===== config.mk =====
export PLATFORM = sky130hd
export DESIGN_NAME = simple_tx
export DESIGN_NICKNAME = d
export VERILOG_FILES = /design/src/tgen_pkg.sv /design/src/simple_tx.sv /design/src/tgen_config_regs.sv /design/src/tgen_rx_analyzer.sv /design/src/tgen_switch_stamp.sv /design/src/tgen_tx_fsm.sv
export SDC_FILE = /design/constraint.sdc
export NUM_CORES = 1
export LEC_CHECK = 0
export BUFFER_PORTS_ARGS = -buffer_cell sky130_fd_sc_hd__buf_2
export CAP_MARGIN = 10
export CORE_AREA = 2 2 504 506
export CTS_BUF_LIST = sky130_fd_sc_hd__clkbuf_4 sky130_fd_sc_hd__clkbuf_8 sky130_fd_sc_hd__clkbuf_16
export CTS_CLUSTER_SIZE = 12
export DETAILED_ROUTE_END_ITERATION = 8
export DIE_AREA = 0 0 506 508
export GPL_TIMING_DRIVEN = 0
export PLACE_DENSITY = 0.38
export SLEW_MARGIN = 10
export SYNTH_ARGS = -nofsm -noshare
export SYNTH_HDL_FRONTEND = slang
export SYNTH_SLANG_ARGS = --single-unit

===== constraint.sdc =====
create_clock -name S_AXI_ACLK -period 3.8 [get_ports S_AXI_ACLK]
set_input_delay 0.38 -clock S_AXI_ACLK [delete_from_list [all_inputs] [get_ports S_AXI_ACLK]]
set_output_delay 0.38 -clock S_AXI_ACLK [all_outputs]
set_load 0.1 [all_outputs]

===== src/tgen_pkg.sv =====
package tgen_pkg;

  ////////////////////////////////////////
  // widths
  ////////////////////////////////////////

  localparam int unsigned WORD_W     = 32;
  localparam int unsigned STAMP_W    = 64;
  localparam int unsigned SW_STAMP_W = 56;
  localparam int unsigned TDATA_W    = 256;
  localparam int unsigned TSTRB_W    = TDATA_W / 8;
  localparam int unsigned TUSER_W    = 128;

  // config words and sequence numbers
  typedef logic [WORD_W-1:0]     word_t;
  // free-running timestamp as seen on the stamp input
  typedef logic [STAMP_W-1:0]    stamp_t;
  // the switch only keeps the low 56 bits
  typedef logic [SW_STAMP_W-1:0] sw_stamp_t;
  typedef logic [TDATA_W-1:0]    tdata_t;
  typedef logic [TSTRB_W-1:0]    tstrb_t;
  typedef logic [TUSER_W-1:0]    tuser_t;

  // tx fsm, gate waits for a trigger, gap spaces frames apart
  typedef enum logic [1:0] {gate, gap, first_word, remainder} tx_state_e;
  // rx fsm, skips the header and decodes the second beat
  typedef enum logic [1:0] {wait_arrival, head_detect, second_detect} rx_state_e;

  ////////////////////////////////////////
  // frame layout
  ////////////////////////////////////////

  // first beat, little endian so the ethernet dest address sits in the low bytes
  localparam tdata_t HEADER_TDATA = {
    8'h00,                // tail of ip dest
    32'h0000_0700,        // ip dest / src split across the beat
    16'h0900,
    32'h0000_0600,        // ttl, protocol, checksum
    8'h01,
    32'h0000_0000,        // id, flags, fragment offset
    16'h0200,             // version/ihl, dscp
    16'h0888,             // ethertype
    48'hbbbb_bbbb_bbbb,   // ethernet src
    48'haaaa_aaaa_aaaa    // ethernet dest
  };

  // metadata: dst port 0x05, src port 0x01, length 0x40
  localparam tuser_t HEADER_TUSER = {96'h0, 8'h05, 8'h01, 16'h0040};

  localparam logic [7:0]  FILLER_BYTE = 8'hC3;
  localparam logic [15:0] PAYLOAD_TAG = 16'h0007;

  // field positions inside the second beat
  localparam int unsigned SEQ_LSB   = 16;
  localparam int unsigned STAMP_LSB = 48;
  // filler bytes above the timestamp
  localparam int unsigned PAD_BYTES = (TDATA_W - STAMP_LSB - STAMP_W) / 8;

  localparam tstrb_t FULL_STRB = '1;

  // number of switch events that get a timestamp
  localparam int unsigned NUM_SW_EVENTS = 4;

  ////////////////////////////////////////
  // reset defaults
  ////////////////////////////////////////

  localparam word_t IPG_DEFAULT       = 32'd2;
  localparam word_t FRAMES_DEFAULT    = 32'd0;
  localparam word_t WORDS_DEFAULT     = 32'd2;
  localparam word_t LAST_STRB_DEFAULT = 32'h0000_3FFF;

endpackage


===== src/simple_tx.sv =====
`timescale 1ns/1ps

module simple_tx (
  input  logic                S_AXI_ACLK,
  input  logic                S_AXI_ARESETN,
  // configuration
  input  tgen_pkg::word_t     cfg_ipg,
  input  tgen_pkg::word_t     cfg_frame_count,
  input  tgen_pkg::word_t     cfg_word_count,
  input  tgen_pkg::word_t     cfg_last_strb,
  // gate and counter reset
  input  logic                ext_gate_ctrl,
  input  logic                ext_rst_count,
  // switch events, single cycle pulses
  input  logic                ext_switch_lane0_on,
  input  logic                ext_switch_lane1_on,
  input  logic                ext_switch_lane0_done,
  input  logic                ext_switch_lane1_done,
  input  tgen_pkg::stamp_t    stamp_counter,
  // master stream
  output tgen_pkg::tdata_t    m_axis_tdata,
  output tgen_pkg::tstrb_t    m_axis_tstrb,
  output tgen_pkg::tuser_t    m_axis_tuser,
  output logic                m_axis_tvalid,
  input  logic                m_axis_tready,
  output logic                m_axis_tlast,
  // slave stream
  input  tgen_pkg::tdata_t    s_axis_tdata,
  input  logic                s_axis_tvalid,
  input  logic                s_axis_tlast,
  output logic                s_axis_tready,
  // results
  output tgen_pkg::word_t     arr_seq_num,
  output tgen_pkg::word_t     exp_seq_num,
  output tgen_pkg::stamp_t    rx_stamp_start,
  output tgen_pkg::stamp_t    rx_stamp_stop,
  output tgen_pkg::sw_stamp_t sw_ln0_start,
  output tgen_pkg::sw_stamp_t sw_ln0_stop,
  output tgen_pkg::sw_stamp_t sw_ln1_start,
  output tgen_pkg::sw_stamp_t sw_ln1_stop
);

  // registered configuration
  tgen_pkg::word_t ipg_value;
  tgen_pkg::word_t frame_value;
  tgen_pkg::word_t words_value;
  tgen_pkg::word_t last_strb_value;
  logic            gate_pulse;
  // synchronous clear for every statistic
  logic            cnt_rst;

  ////////////////////////////////////////
  // config
  ////////////////////////////////////////

  tgen_config_regs u_config_regs (
    .S_AXI_ACLK      (S_AXI_ACLK),
    .S_AXI_ARESETN   (S_AXI_ARESETN),
    .cfg_ipg         (cfg_ipg),
    .cfg_frame_count (cfg_frame_count),
    .cfg_word_count  (cfg_word_count),
    .cfg_last_strb   (cfg_last_strb),
    .ext_gate_ctrl   (ext_gate_ctrl),
    .ext_rst_count   (ext_rst_count),
    .ipg_value       (ipg_value),
    .frame_value     (frame_value),
    .words_value     (words_value),
    .last_strb_value (last_strb_value),
    .gate_pulse      (gate_pulse),
    .cnt_rst         (cnt_rst)
  );

  ////////////////////////////////////////
  // tx generator
  ////////////////////////////////////////

  tgen_tx_fsm u_tx_fsm (
    .S_AXI_ACLK      (S_AXI_ACLK),
    .cnt_rst         (cnt_rst),
    .gate_pulse      (gate_pulse),
    .ipg_value       (ipg_value),
    .frame_value     (frame_value),
    .words_value     (words_value),
    .last_strb_value (last_strb_value),
    .stamp_counter   (stamp_counter),
    .m_axis_tdata    (m_axis_tdata),
    .m_axis_tstrb    (m_axis_tstrb),
    .m_axis_tuser    (m_axis_tuser),
    .m_axis_tvalid   (m_axis_tvalid),
    .m_axis_tready   (m_axis_tready),
    .m_axis_tlast    (m_axis_tlast)
  );

  ////////////////////////////////////////
  // rx analyzer and switch stamps
  ////////////////////////////////////////

  tgen_rx_analyzer u_rx_analyzer (
    .S_AXI_ACLK     (S_AXI_ACLK),
    .cnt_rst        (cnt_rst),
    .s_axis_tdata   (s_axis_tdata),
    .s_axis_tvalid  (s_axis_tvalid),
    .s_axis_tlast   (s_axis_tlast),
    .stamp_counter  (stamp_counter),
    .s_axis_tready  (s_axis_tready),
    .arr_seq_num    (arr_seq_num),
    .exp_seq_num    (exp_seq_num),
    .rx_stamp_start (rx_stamp_start),
    .rx_stamp_stop  (rx_stamp_stop)
  );

  tgen_switch_stamp u_switch_stamp (
    .S_AXI_ACLK            (S_AXI_ACLK),
    .cnt_rst               (cnt_rst),
    .ext_switch_lane0_on   (ext_switch_lane0_on),
    .ext_switch_lane1_on   (ext_switch_lane1_on),
    .ext_switch_lane0_done (ext_switch_lane0_done),
    .ext_switch_lane1_done (ext_switch_lane1_done),
    .stamp_counter         (stamp_counter),
    .sw_ln0_start          (sw_ln0_start),
    .sw_ln0_stop           (sw_ln0_stop),
    .sw_ln1_start          (sw_ln1_start),
    .sw_ln1_stop           (sw_ln1_stop)
  );

endmodule


===== src/tgen_config_regs.sv =====
`timescale 1ns/1ps

module tgen_config_regs (
  input  logic            S_AXI_ACLK,
  input  logic            S_AXI_ARESETN,
  input  tgen_pkg::word_t cfg_ipg,
  input  tgen_pkg::word_t cfg_frame_count,
  input  tgen_pkg::word_t cfg_word_count,
  input  tgen_pkg::word_t cfg_last_strb,
  input  logic            ext_gate_ctrl,
  input  logic            ext_rst_count,
  output tgen_pkg::word_t ipg_value,
  output tgen_pkg::word_t frame_value,
  output tgen_pkg::word_t words_value,
  output tgen_pkg::word_t last_strb_value,
  output logic            gate_pulse,
  output logic            cnt_rst
);

  // sample everything once per cycle
  // cnt_rst comes up high so the downstream blocks are cleared while in reset
  always_ff @(posedge S_AXI_ACLK or negedge S_AXI_ARESETN) begin
    if (!S_AXI_ARESETN) begin
      ipg_value       <= tgen_pkg::IPG_DEFAULT;
      frame_value     <= tgen_pkg::FRAMES_DEFAULT;
      words_value     <= tgen_pkg::WORDS_DEFAULT;
      last_strb_value <= tgen_pkg::LAST_STRB_DEFAULT;
      gate_pulse      <= 1'b0;
      cnt_rst         <= 1'b1;
    end else begin
      ipg_value       <= cfg_ipg;
      frame_value     <= cfg_frame_count;
      words_value     <= cfg_word_count;
      last_strb_value <= cfg_last_strb;
      // one cycle late, the tx fsm sees the gate here
      gate_pulse      <= ext_gate_ctrl;
      cnt_rst         <= ext_rst_count;
    end
  end

endmodule


===== src/tgen_rx_analyzer.sv =====
`timescale 1ns/1ps

module tgen_rx_analyzer (
  input  logic              S_AXI_ACLK,
  input  logic              cnt_rst,
  input  tgen_pkg::tdata_t  s_axis_tdata,
  input  logic              s_axis_tvalid,
  input  logic              s_axis_tlast,
  input  tgen_pkg::stamp_t  stamp_counter,
  output logic              s_axis_tready,
  output tgen_pkg::word_t   arr_seq_num,
  output tgen_pkg::word_t   exp_seq_num,
  output tgen_pkg::stamp_t  rx_stamp_start,
  output tgen_pkg::stamp_t  rx_stamp_stop
);

  tgen_pkg::rx_state_e state;
  // frames decoded since the last counter reset
  tgen_pkg::word_t rx_count;
  logic beat_acc;

  // the analyzer never pushes back
  assign s_axis_tready = 1'b1;
  assign beat_acc      = s_axis_tvalid && s_axis_tready;

  always_ff @(posedge S_AXI_ACLK) begin
    if (cnt_rst) begin
      state          <= tgen_pkg::wait_arrival;
      rx_count       <= '0;
      arr_seq_num    <= '0;
      exp_seq_num    <= '0;
      rx_stamp_start <= '0;
      rx_stamp_stop  <= '0;
    end else begin
      case (state)
        tgen_pkg::wait_arrival: begin
          // header beat, nothing to decode
          if (beat_acc && !s_axis_tlast) begin
            state <= tgen_pkg::head_detect;
          end
        end
        tgen_pkg::head_detect: begin
          if (beat_acc) begin
            arr_seq_num    <= s_axis_tdata[tgen_pkg::SEQ_LSB +: tgen_pkg::WORD_W];
            exp_seq_num    <= rx_count;
            rx_stamp_start <= s_axis_tdata[tgen_pkg::STAMP_LSB +: tgen_pkg::STAMP_W];
            rx_stamp_stop  <= stamp_counter;
            rx_count       <= rx_count + 32'd1;
            // a two beat frame ends right here
            state <= s_axis_tlast ? tgen_pkg::wait_arrival : tgen_pkg::second_detect;
          end
        end
        tgen_pkg::second_detect: begin
          // drain filler beats
          if (beat_acc && s_axis_tlast) begin
            state <= tgen_pkg::wait_arrival;
          end
        end
        default: state <= tgen_pkg::wait_arrival;
      endcase
    end
  end

endmodule


===== src/tgen_switch_stamp.sv =====
`timescale 1ns/1ps

module tgen_switch_stamp (
  input  logic                S_AXI_ACLK,
  input  logic                cnt_rst,
  input  logic                ext_switch_lane0_on,
  input  logic                ext_switch_lane1_on,
  input  logic                ext_switch_lane0_done,
  input  logic                ext_switch_lane1_done,
  input  tgen_pkg::stamp_t    stamp_counter,
  output tgen_pkg::sw_stamp_t sw_ln0_start,
  output tgen_pkg::sw_stamp_t sw_ln0_stop,
  output tgen_pkg::sw_stamp_t sw_ln1_start,
  output tgen_pkg::sw_stamp_t sw_ln1_stop
);

  // event order: ln0 on, ln1 on, ln0 done, ln1 done
  logic [tgen_pkg::NUM_SW_EVENTS-1:0] pulse;
  tgen_pkg::sw_stamp_t stamp_q [tgen_pkg::NUM_SW_EVENTS];

  assign pulse = {ext_switch_lane1_done, ext_switch_lane0_done,
                  ext_switch_lane1_on, ext_switch_lane0_on};

  // each slot grabs the low bits of the counter on its pulse and holds otherwise
  always_ff @(posedge S_AXI_ACLK) begin
    for (int i = 0; i < tgen_pkg::NUM_SW_EVENTS; i++) begin
      if (cnt_rst) begin
        stamp_q[i] <= '0;
      end else if (pulse[i]) begin
        stamp_q[i] <= stamp_counter[tgen_pkg::SW_STAMP_W-1:0];
      end
    end
  end

  assign sw_ln0_start = stamp_q[0];
  assign sw_ln1_start = stamp_q[1];
  assign sw_ln0_stop  = stamp_q[2];
  assign sw_ln1_stop  = stamp_q[3];

endmodule


===== src/tgen_tx_fsm.sv =====
`timescale 1ns/1ps

module tgen_tx_fsm (
  input  logic              S_AXI_ACLK,
  input  logic              cnt_rst,
  input  logic              gate_pulse,
  input  tgen_pkg::word_t   ipg_value,
  input  tgen_pkg::word_t   frame_value,
  input  tgen_pkg::word_t   words_value,
  input  tgen_pkg::word_t   last_strb_value,
  input  tgen_pkg::stamp_t  stamp_counter,
  output tgen_pkg::tdata_t  m_axis_tdata,
  output tgen_pkg::tstrb_t  m_axis_tstrb,
  output tgen_pkg::tuser_t  m_axis_tuser,
  output logic              m_axis_tvalid,
  input  logic              m_axis_tready,
  output logic              m_axis_tlast
);

  tgen_pkg::tx_state_e state;
  tgen_pkg::tx_state_e state_next;
  // state of the last beat that was accepted, or of the last idle cycle
  tgen_pkg::tx_state_e state_prev;

  tgen_pkg::word_t gap_cnt;
  tgen_pkg::word_t frames_left;
  // words still to send after the current beat
  tgen_pkg::word_t words_left;
  tgen_pkg::word_t seq_cnt;

  logic last_strb_zero;
  logic last_beat;
  logic beat_xfer;

  assign last_strb_zero = (last_strb_value == '0);
  // ends on the partial word, or on the last full word if there is no partial tail
  assign last_beat = (words_left == '0) || ((words_left == 32'd1) && last_strb_zero);
  assign beat_xfer = m_axis_tvalid && m_axis_tready;

  ////////////////////////////////////////
  // next state
  ////////////////////////////////////////

  always_comb begin
    state_next = state;
    case (state)
      tgen_pkg::gate: begin
        if (gate_pulse) begin
          state_next = tgen_pkg::gap;
        end
      end
      tgen_pkg::gap: begin
        // a gap of 0 or 1 still takes one cycle
        if (gap_cnt <= 32'd1) begin
          state_next = (frames_left == '0) ? tgen_pkg::gate : tgen_pkg::first_word;
        end
      end
      tgen_pkg::first_word: begin
        if (m_axis_tready) begin
          state_next = tgen_pkg::remainder;
        end
      end
      tgen_pkg::remainder: begin
        if (m_axis_tready && last_beat) begin
          state_next = tgen_pkg::gap;
        end
      end
      default: state_next = tgen_pkg::gate;
    endcase
  end

  ////////////////////////////////////////
  // state and counters
  ////////////////////////////////////////

  always_ff @(posedge S_AXI_ACLK) begin
    if (cnt_rst) begin
      state       <= tgen_pkg::gate;
      state_prev  <= tgen_pkg::gate;
      gap_cnt     <= tgen_pkg::IPG_DEFAULT;
      frames_left <= tgen_pkg::FRAMES_DEFAULT;
      words_left  <= tgen_pkg::WORDS_DEFAULT;
      seq_cnt     <= '0;
    end else begin
      state <= state_next;
      // frozen while a beat stalls, so a stalled second beat keeps its payload
      if (!m_axis_tvalid || m_axis_tready) begin
        state_prev <= state;
      end
      case (state)
        tgen_pkg::gate: begin
          if (gate_pulse) begin
            frames_left <= frame_value;
            words_left  <= words_value;
            gap_cnt     <= ipg_value;
          end
        end
        tgen_pkg::gap: begin
          if (gap_cnt > 32'd1) begin
            gap_cnt <= gap_cnt - 32'd1;
          end
        end
        tgen_pkg::first_word: begin
          if (beat_xfer) begin
            words_left <= words_left - 32'd1;
          end
        end
        tgen_pkg::remainder: begin
          if (beat_xfer) begin
            if (last_beat) begin
              // frame done, rearm for the next one
              words_left  <= words_value;
              frames_left <= frames_left - 32'd1;
              gap_cnt     <= ipg_value;
              seq_cnt     <= seq_cnt + 32'd1;
            end else begin
              words_left <= words_left - 32'd1;
            end
          end
        end
        default: ;
      endcase
    end
  end

  ////////////////////////////////////////
  // stream outputs, decoded from state
  ////////////////////////////////////////

  always_comb begin
    m_axis_tvalid = 1'b0;
    m_axis_tlast  = 1'b0;
    m_axis_tdata  = '0;
    m_axis_tstrb  = '0;
    m_axis_tuser  = '0;
    case (state)
      tgen_pkg::first_word: begin
        m_axis_tvalid = 1'b1;
        m_axis_tdata  = tgen_pkg::HEADER_TDATA;
        m_axis_tuser  = tgen_pkg::HEADER_TUSER;
        m_axis_tstrb  = tgen_pkg::FULL_STRB;
      end
      tgen_pkg::remainder: begin
        m_axis_tvalid = 1'b1;
        m_axis_tlast  = last_beat;
        // only the partial tail word uses the programmed strobe
        m_axis_tstrb  = (words_left == '0) ? last_strb_value : tgen_pkg::FULL_STRB;
        if (state_prev == tgen_pkg::first_word) begin
          // timestamp follows the live counter until the beat is taken
          m_axis_tdata = {{tgen_pkg::PAD_BYTES{tgen_pkg::FILLER_BYTE}},
                          stamp_counter, seq_cnt, tgen_pkg::PAYLOAD_TAG};
        end else begin
          m_axis_tdata = {tgen_pkg::TSTRB_W{tgen_pkg::FILLER_BYTE}};
        end
      end
      default: ;
    endcase
  end

endmodule

; After elaboration in Yosys (flattened, before gate mapping)
; Memories as Yosys holds them, arrays and structs flattened.
; Index checks and enable logic that the tools add are counted.
[totals]
input_bits = 459
out_inout_bits = 835
latchBits = 0
mem_count = 1
romBits = 0
reg_bits = 488
mem_bits_rw = 224
word_cells = 123
[memory_table]
columns = name, depth, word_bits, rd, rd_ports_with_merged_regs, wr, line_no
row1 = u_switch_stamp.stamp_q, 4, 56, 4, 0, 4, tgen_switch_stamp.sv:19  ; tgen_pkg::sw_stamp_t stamp_q [tgen_pkg::NUM_SW_EVENTS];
[op_classes]
addsub = 5
shift = 0
n_mux = 50
order_cmp = 2
n_mul = 0
n_reduce_logical = 25
bitwise = 4
n_eq_ne = 18
div = 0
[ops]
columns = op, count
row1 = $pmux 256 s2, 1
row2 = $mux 32, 12
row3 = $mux 56, 4
row4 = $pmux 32 s3, 2
row5 = $pmux 32 s2, 2
row6 = $mux 112, 1
row7 = $logic_not 32->1, 3
row8 = $sub 32x1->32 const B, 3
row9 = $add 32x1->32 const B, 2
row10 = $eq 32x1->1 const B, 1
row11 = $gt 32x1->1 const B, 1
row12 = $le 32x1->1 const B, 1
row13 = $mux 27, 1
row14 = $mux 2, 9
row15 = $mux 1, 16
row16 = $ne 2x1->1 const B, 8
row17 = $reduce_and 4->1, 3
row18 = $eq 2x2->1 const B, 4
row19 = $pmux 2 s4, 1
row20 = $ne 2x2->1 const B, 3
row21 = $pmux 2 s3, 1
row22 = $reduce_and 3->1, 2
row23 = $reduce_bool 3->1, 2
row24 = $logic_and 1x1->1, 5
row25 = other kinds (9), 16

; Longest topological paths before layout
[logic_depth]
ltp_word = 6
ltp_mapped = 10
mapped_depth_nobuf = 8

; By module
; From an unflattened synthesis, not the netlist that was laid out.
[hier_totals]
cells_unflattened = 3311
area_unflattened_um2 = 31769.2
[modules_own_cells]
columns = mod, area_per_inst_um2, instances, seq_area_each_um2, cells_each
row1 = tgen_tx_fsm, 11320.9, 1, 2642.5, 1654
row2 = tgen_switch_stamp, 9064.9, 1, 6726.5, 501
row3 = tgen_rx_analyzer, 8109.0, 1, 4524.3, 1026
row4 = tgen_config_regs, 3274.4, 1, 3274.4, 130

; Least setup slack after synthesis
; Ideal clock, no wire load.
[synth_timing]
path_type = reg2out
from = register u_tx_fsm.state[0]
to = output port m_axis_tlast
slack_ps = -1953
t_arrival_ps = 5373
stages_incl_launch_ff = 7
path_buffers = 3
path_cell_list = dfxtp_1 ha_1 clkbuf_1 clkinv_1 clkbuf_1 clkbuf_1 nor3_1
[synth_via]
elab_chain_len = 2
[synth_lines]
columns = item, line_no
row1 = from (decl), tgen_tx_fsm.sv:20  ; tgen_pkg::tx_state_e state;
row2 = from (signal assigned), tgen_tx_fsm.sv:78  ; state <= tgen_pkg::gate;
row3 = from (signal assigned), tgen_tx_fsm.sv:85  ; state <= state_next;
row4 = $eq 2x2->1, tgen_tx_fsm.sv:136  ; case (state)
row5 = $mux 1, tgen_tx_fsm.sv:136
row6 = to (decl), simple_tx.sv:26  ; output logic m_axis_tlast,
; Every way passes these cells.

; Worst setup path in the final report
[layout_timing]
from = register u_tx_fsm.state[1]
to = output port m_axis_tdata[70]
[layout_via]
elab_chain_len = 2
[layout_lines]
columns = item, line_no
row1 = $eq 2x2->1, tgen_tx_fsm.sv:136
row2 = $pmux 256 s2 *, tgen_tx_fsm.sv:136
row3 = to (decl), simple_tx.sv:21  ; output tgen_pkg::tdata_t m_axis_tdata,
; Every way passes the cells marked *; elsewhere a longest branch is shown, timed or not.

==> results_dict.tcl <==
set metrics [dict create \
    status "finished clean" \
    hold_start "stamp_counter[31]" \
    routedWlPerCell_um 21.0 \
    critPathKind "reg2out" \
    firstDrtPassIters 7 \
    drive_above_1_share 0.326 \
    ios 1294 \
    r2r_end "u_tx_fsm.gap_cnt[20]$_SDFFE_PP0P_" \
    cp_num_buf_inv 4 \
    wl_um 172000 \
    die_w_um 506 \
    worst-slew-pin-transition_ns 1.14 \
    fmax_ghz 0.275 \
    finalHoldWorstSlack_ns 0.0668 \
    whs_path_depth 3 \
    slowest_stage "dfxtp_1" \
    multiInputGateArea_um2 11400 \
    clock_latency_ns 0.76 \
    port-buffer-count 936 \
    syn_to_final_growth_pct 54.1 \
    slowest_delay_ns 0.46 \
    cts_buffer_depth 3 \
    grt_pass1_wl_um 231000 \
    die_area_um2 257000 \
    p_per_area_nw_per_um2 547 \
    cp_max_fo 10 \
    ys.flop_type "dfxtp_1" \
    grt_start_max_net_pins 81 \
    cp.required_ns 3.42 \
    setup-tns-final_ns 0 \
    drtAntennaViolNets 0 \
    fillers 28306 \
    vias 28902 \
    start_kind "flop" \
    core_area_um2 252000 \
    finalNetCount 5201 \
    place_congestion 0.870 \
    yosys_warnings 0 \
    crit_chain "ha_4 > buf_4 > clkbuf_2 > nand2_1 > buf_2 > nand2_1 > buf_2" \
    setup_viol_count_final 0 \
    cts_tree "done" \
    synth_edf_count 224 \
    grt_pass1_vias 28080 \
    hold_class "in2reg" \
    ys_ff_latch 712 \
    grt_overflow 0 \
    crit_arrival_ns 3.26 \
    fp-row-count 185 \
    max_slew_margin 0.243 \
    drt-initial-drc-count 1717 \
    period_minus_slack_ns 3.64 \
    finalCritPeriodShare 0.957 \
    synthDistinctLibCells 74 \
    finalHoldViolCount 0 \
    drc_errors 0 \
    vias_per_cell 3.53 \
    fin_worst_skew_ns 0.0618 \
    min_to "u_rx_analyzer.rx_stamp_stop[31]$_SDFFE_PP0P_" \
    seq_area_um2 17200 \
    path_clk_slew_ns 0.06 \
    ys_seq_area_frac 0.559 \
    endpoint_kind "output pin" \
    maxCapViolations 0 \
    reg2reg_slack_ns 0.31 \
    critical_path.top_delay_family "buffers and inverters" \
    rsz0062_at_grt "yes" \
    p_leak_nw 20.7 \
    die_y_um 508 \
    place_hpwl_um 135000 \
    syn_area_um2 30700 \
    cts_buffers 94 \
    antenna_found_initial 42 \
    synthCells 3189 \
    slew_viol_final 0 \
    initial_core_util 0.122 \
    reg2reg_from "u_config_regs.last_strb_value[26]$_DFF_PN0_" \
    ctsRootBufferMaster "clkbuf_16" \
    postSynth.asyncResetShare 0.183 \
    avgSynthCellArea_um2 9.63 \
    crit_start "u_tx_fsm.state[1]$_SDFFE_PP0P_" \
    worstRegToRegCells 8 \
    grt_use_total 0.128 \
    clkSinkCount 712 \
    ir_drop_uv 341 \
    htreeDepth 3 \
]
## cell usage in the layout (no fill, tap or decap), types with 113 or more instances in the layout
master,count
buf_2,929
nand2_1,572
dfxtp_1,358
buf_4,321
dlygate4sd3_1,287
and2_1,248
a21oi_1,248
edfxtp_1,224
nor2_1,210
conb_1,197
clkbuf_1,135
dfrtp_1,113
## worst max path at each step
stage,end,depth (start not counted)
final,m_axis_tdata[70],7
after global routing,m_axis_tdata[17],10
after CTS,m_axis_tdata[17],10
after detailed placement,m_axis_tdata[75],10
after global placement,m_axis_tdata[41],9
after floorplan,m_axis_tstrb[0],7
## state kept, by name, indices dropped and copies added, names as in the netlist
signal / count
u_config_regs.ipg_value: 32
u_tx_fsm.seq_cnt: 32
u_config_regs.frame_value: 32
u_rx_analyzer.rx_stamp_stop: 64
u_rx_analyzer.rx_count: 32
u_rx_analyzer.arr_seq_num: 32
u_tx_fsm.gap_cnt: 32
u_config_regs.last_strb_value: 32
u_rx_analyzer.exp_seq_num: 32
u_config_regs.words_value: 32
u_tx_fsm.state_prev: 2
u_config_regs.gate_pulse: 1
u_rx_analyzer.rx_stamp_start: 64
u_tx_fsm.words_left: 32
u_tx_fsm.frames_left: 32
u_config_regs.cnt_rst: 1
u_tx_fsm.state: 2
u_switch_stamp.stamp_q: 224
u_rx_analyzer.state: 2
## worst register-to-register path, delay by kind of cell, from the launching register on
kind / cells / cell delay (ns)
compound gates: 3 / 1.32
flops: 1 / 0.38
simple gates: 3 / 0.94
buf+inv: 2 / 0.68
## where the power goes
| group | internal [mW] | total (mW) | switching, mW |
|---|---|---|---|
| sequential | 8.40 | 8.83 | 0.421 |
| combinational | 1.70 | 7.67 | 5.97 |
| clock | 5.54 | 9.40 | 3.86 |
## timing repair
item	in CTS	in global routing
endpoints found under the setup margin	386	36
resized for setup	67	12
pin swaps	5	0
buffers inserted	15	0
hold endpoints to repair	402	0
hold buffers	287	0
## area by class of cell
type                       instances  area share
buffer                           483      0.0633
tap                             3366      0.0890
timing repair buffer            1252       0.171
clock inverter                    51      0.0124
sequential                       712       0.363
multi-input combinational       2147       0.241
antenna                           13    0.000687
inverter                          39     0.00312
clock buffer                     126      0.0566
## metal layers
metal / track usage / vias to the layer above / share of wire
met5: 0 / - / 0.00042
met4: 0.0444 / 10 / 0.033
met3: 0.0262 / 239 / 0.064
met2: 0.230 / 1264 / 0.50
met1: 0.150 / 13833 / 0.40
li1: - / 13556 / -
## metrics by stage
stage                     cells   util  power, mW  worst slack (ns)  cell area (um^2)
final                      8189  0.188       25.9             0.162             47300
after global routing       8177  0.188       27.0           -0.0157             47300
after CTS                  8176  0.187       26.3            0.0252             47300
after detailed placement   7700  0.162       16.4             -1.95             40800
after global placement     7686  0.160       16.3             -2.67             40500
after floorplan            3384      -       14.3            0.0456             31600
## Yosys cell counts (27+ instances only)
master | n | area (um^2)
nor3_1 | 55 | 275
a31oi_1 | 34 | 213
a21oi_1 | 248 | 1240
xnor2_1 | 36 | 315
nor2_1 | 252 | 946
nand3_1 | 58 | 290
dfrtp_1 | 113 | 2830
nand4_1 | 27 | 169
buf_4 | 284 | 2130
and2_1 | 248 | 1550
o31ai_1 | 29 | 218
edfxtp_1 | 224 | 6730
inv_1 | 38 | 143
clkbuf_1 | 170 | 638
nand2_1 | 572 | 2150
a211oi_1 | 32 | 240
o21ai_0 | 45 | 225
dfxtp_1 | 358 | 7170
## cell families after synthesis
group,Yosys count,synth area share
compound gates,527,0.108
xor+xnor,61,0.0174
fa+ha+maj,13,0.00530
buf+inv,525,0.0996
flops,712,0.559
mux,10,0.00342
other cells,2,0.000244
simple gates,1339,0.207
Power figures use the tool's default switching activity.
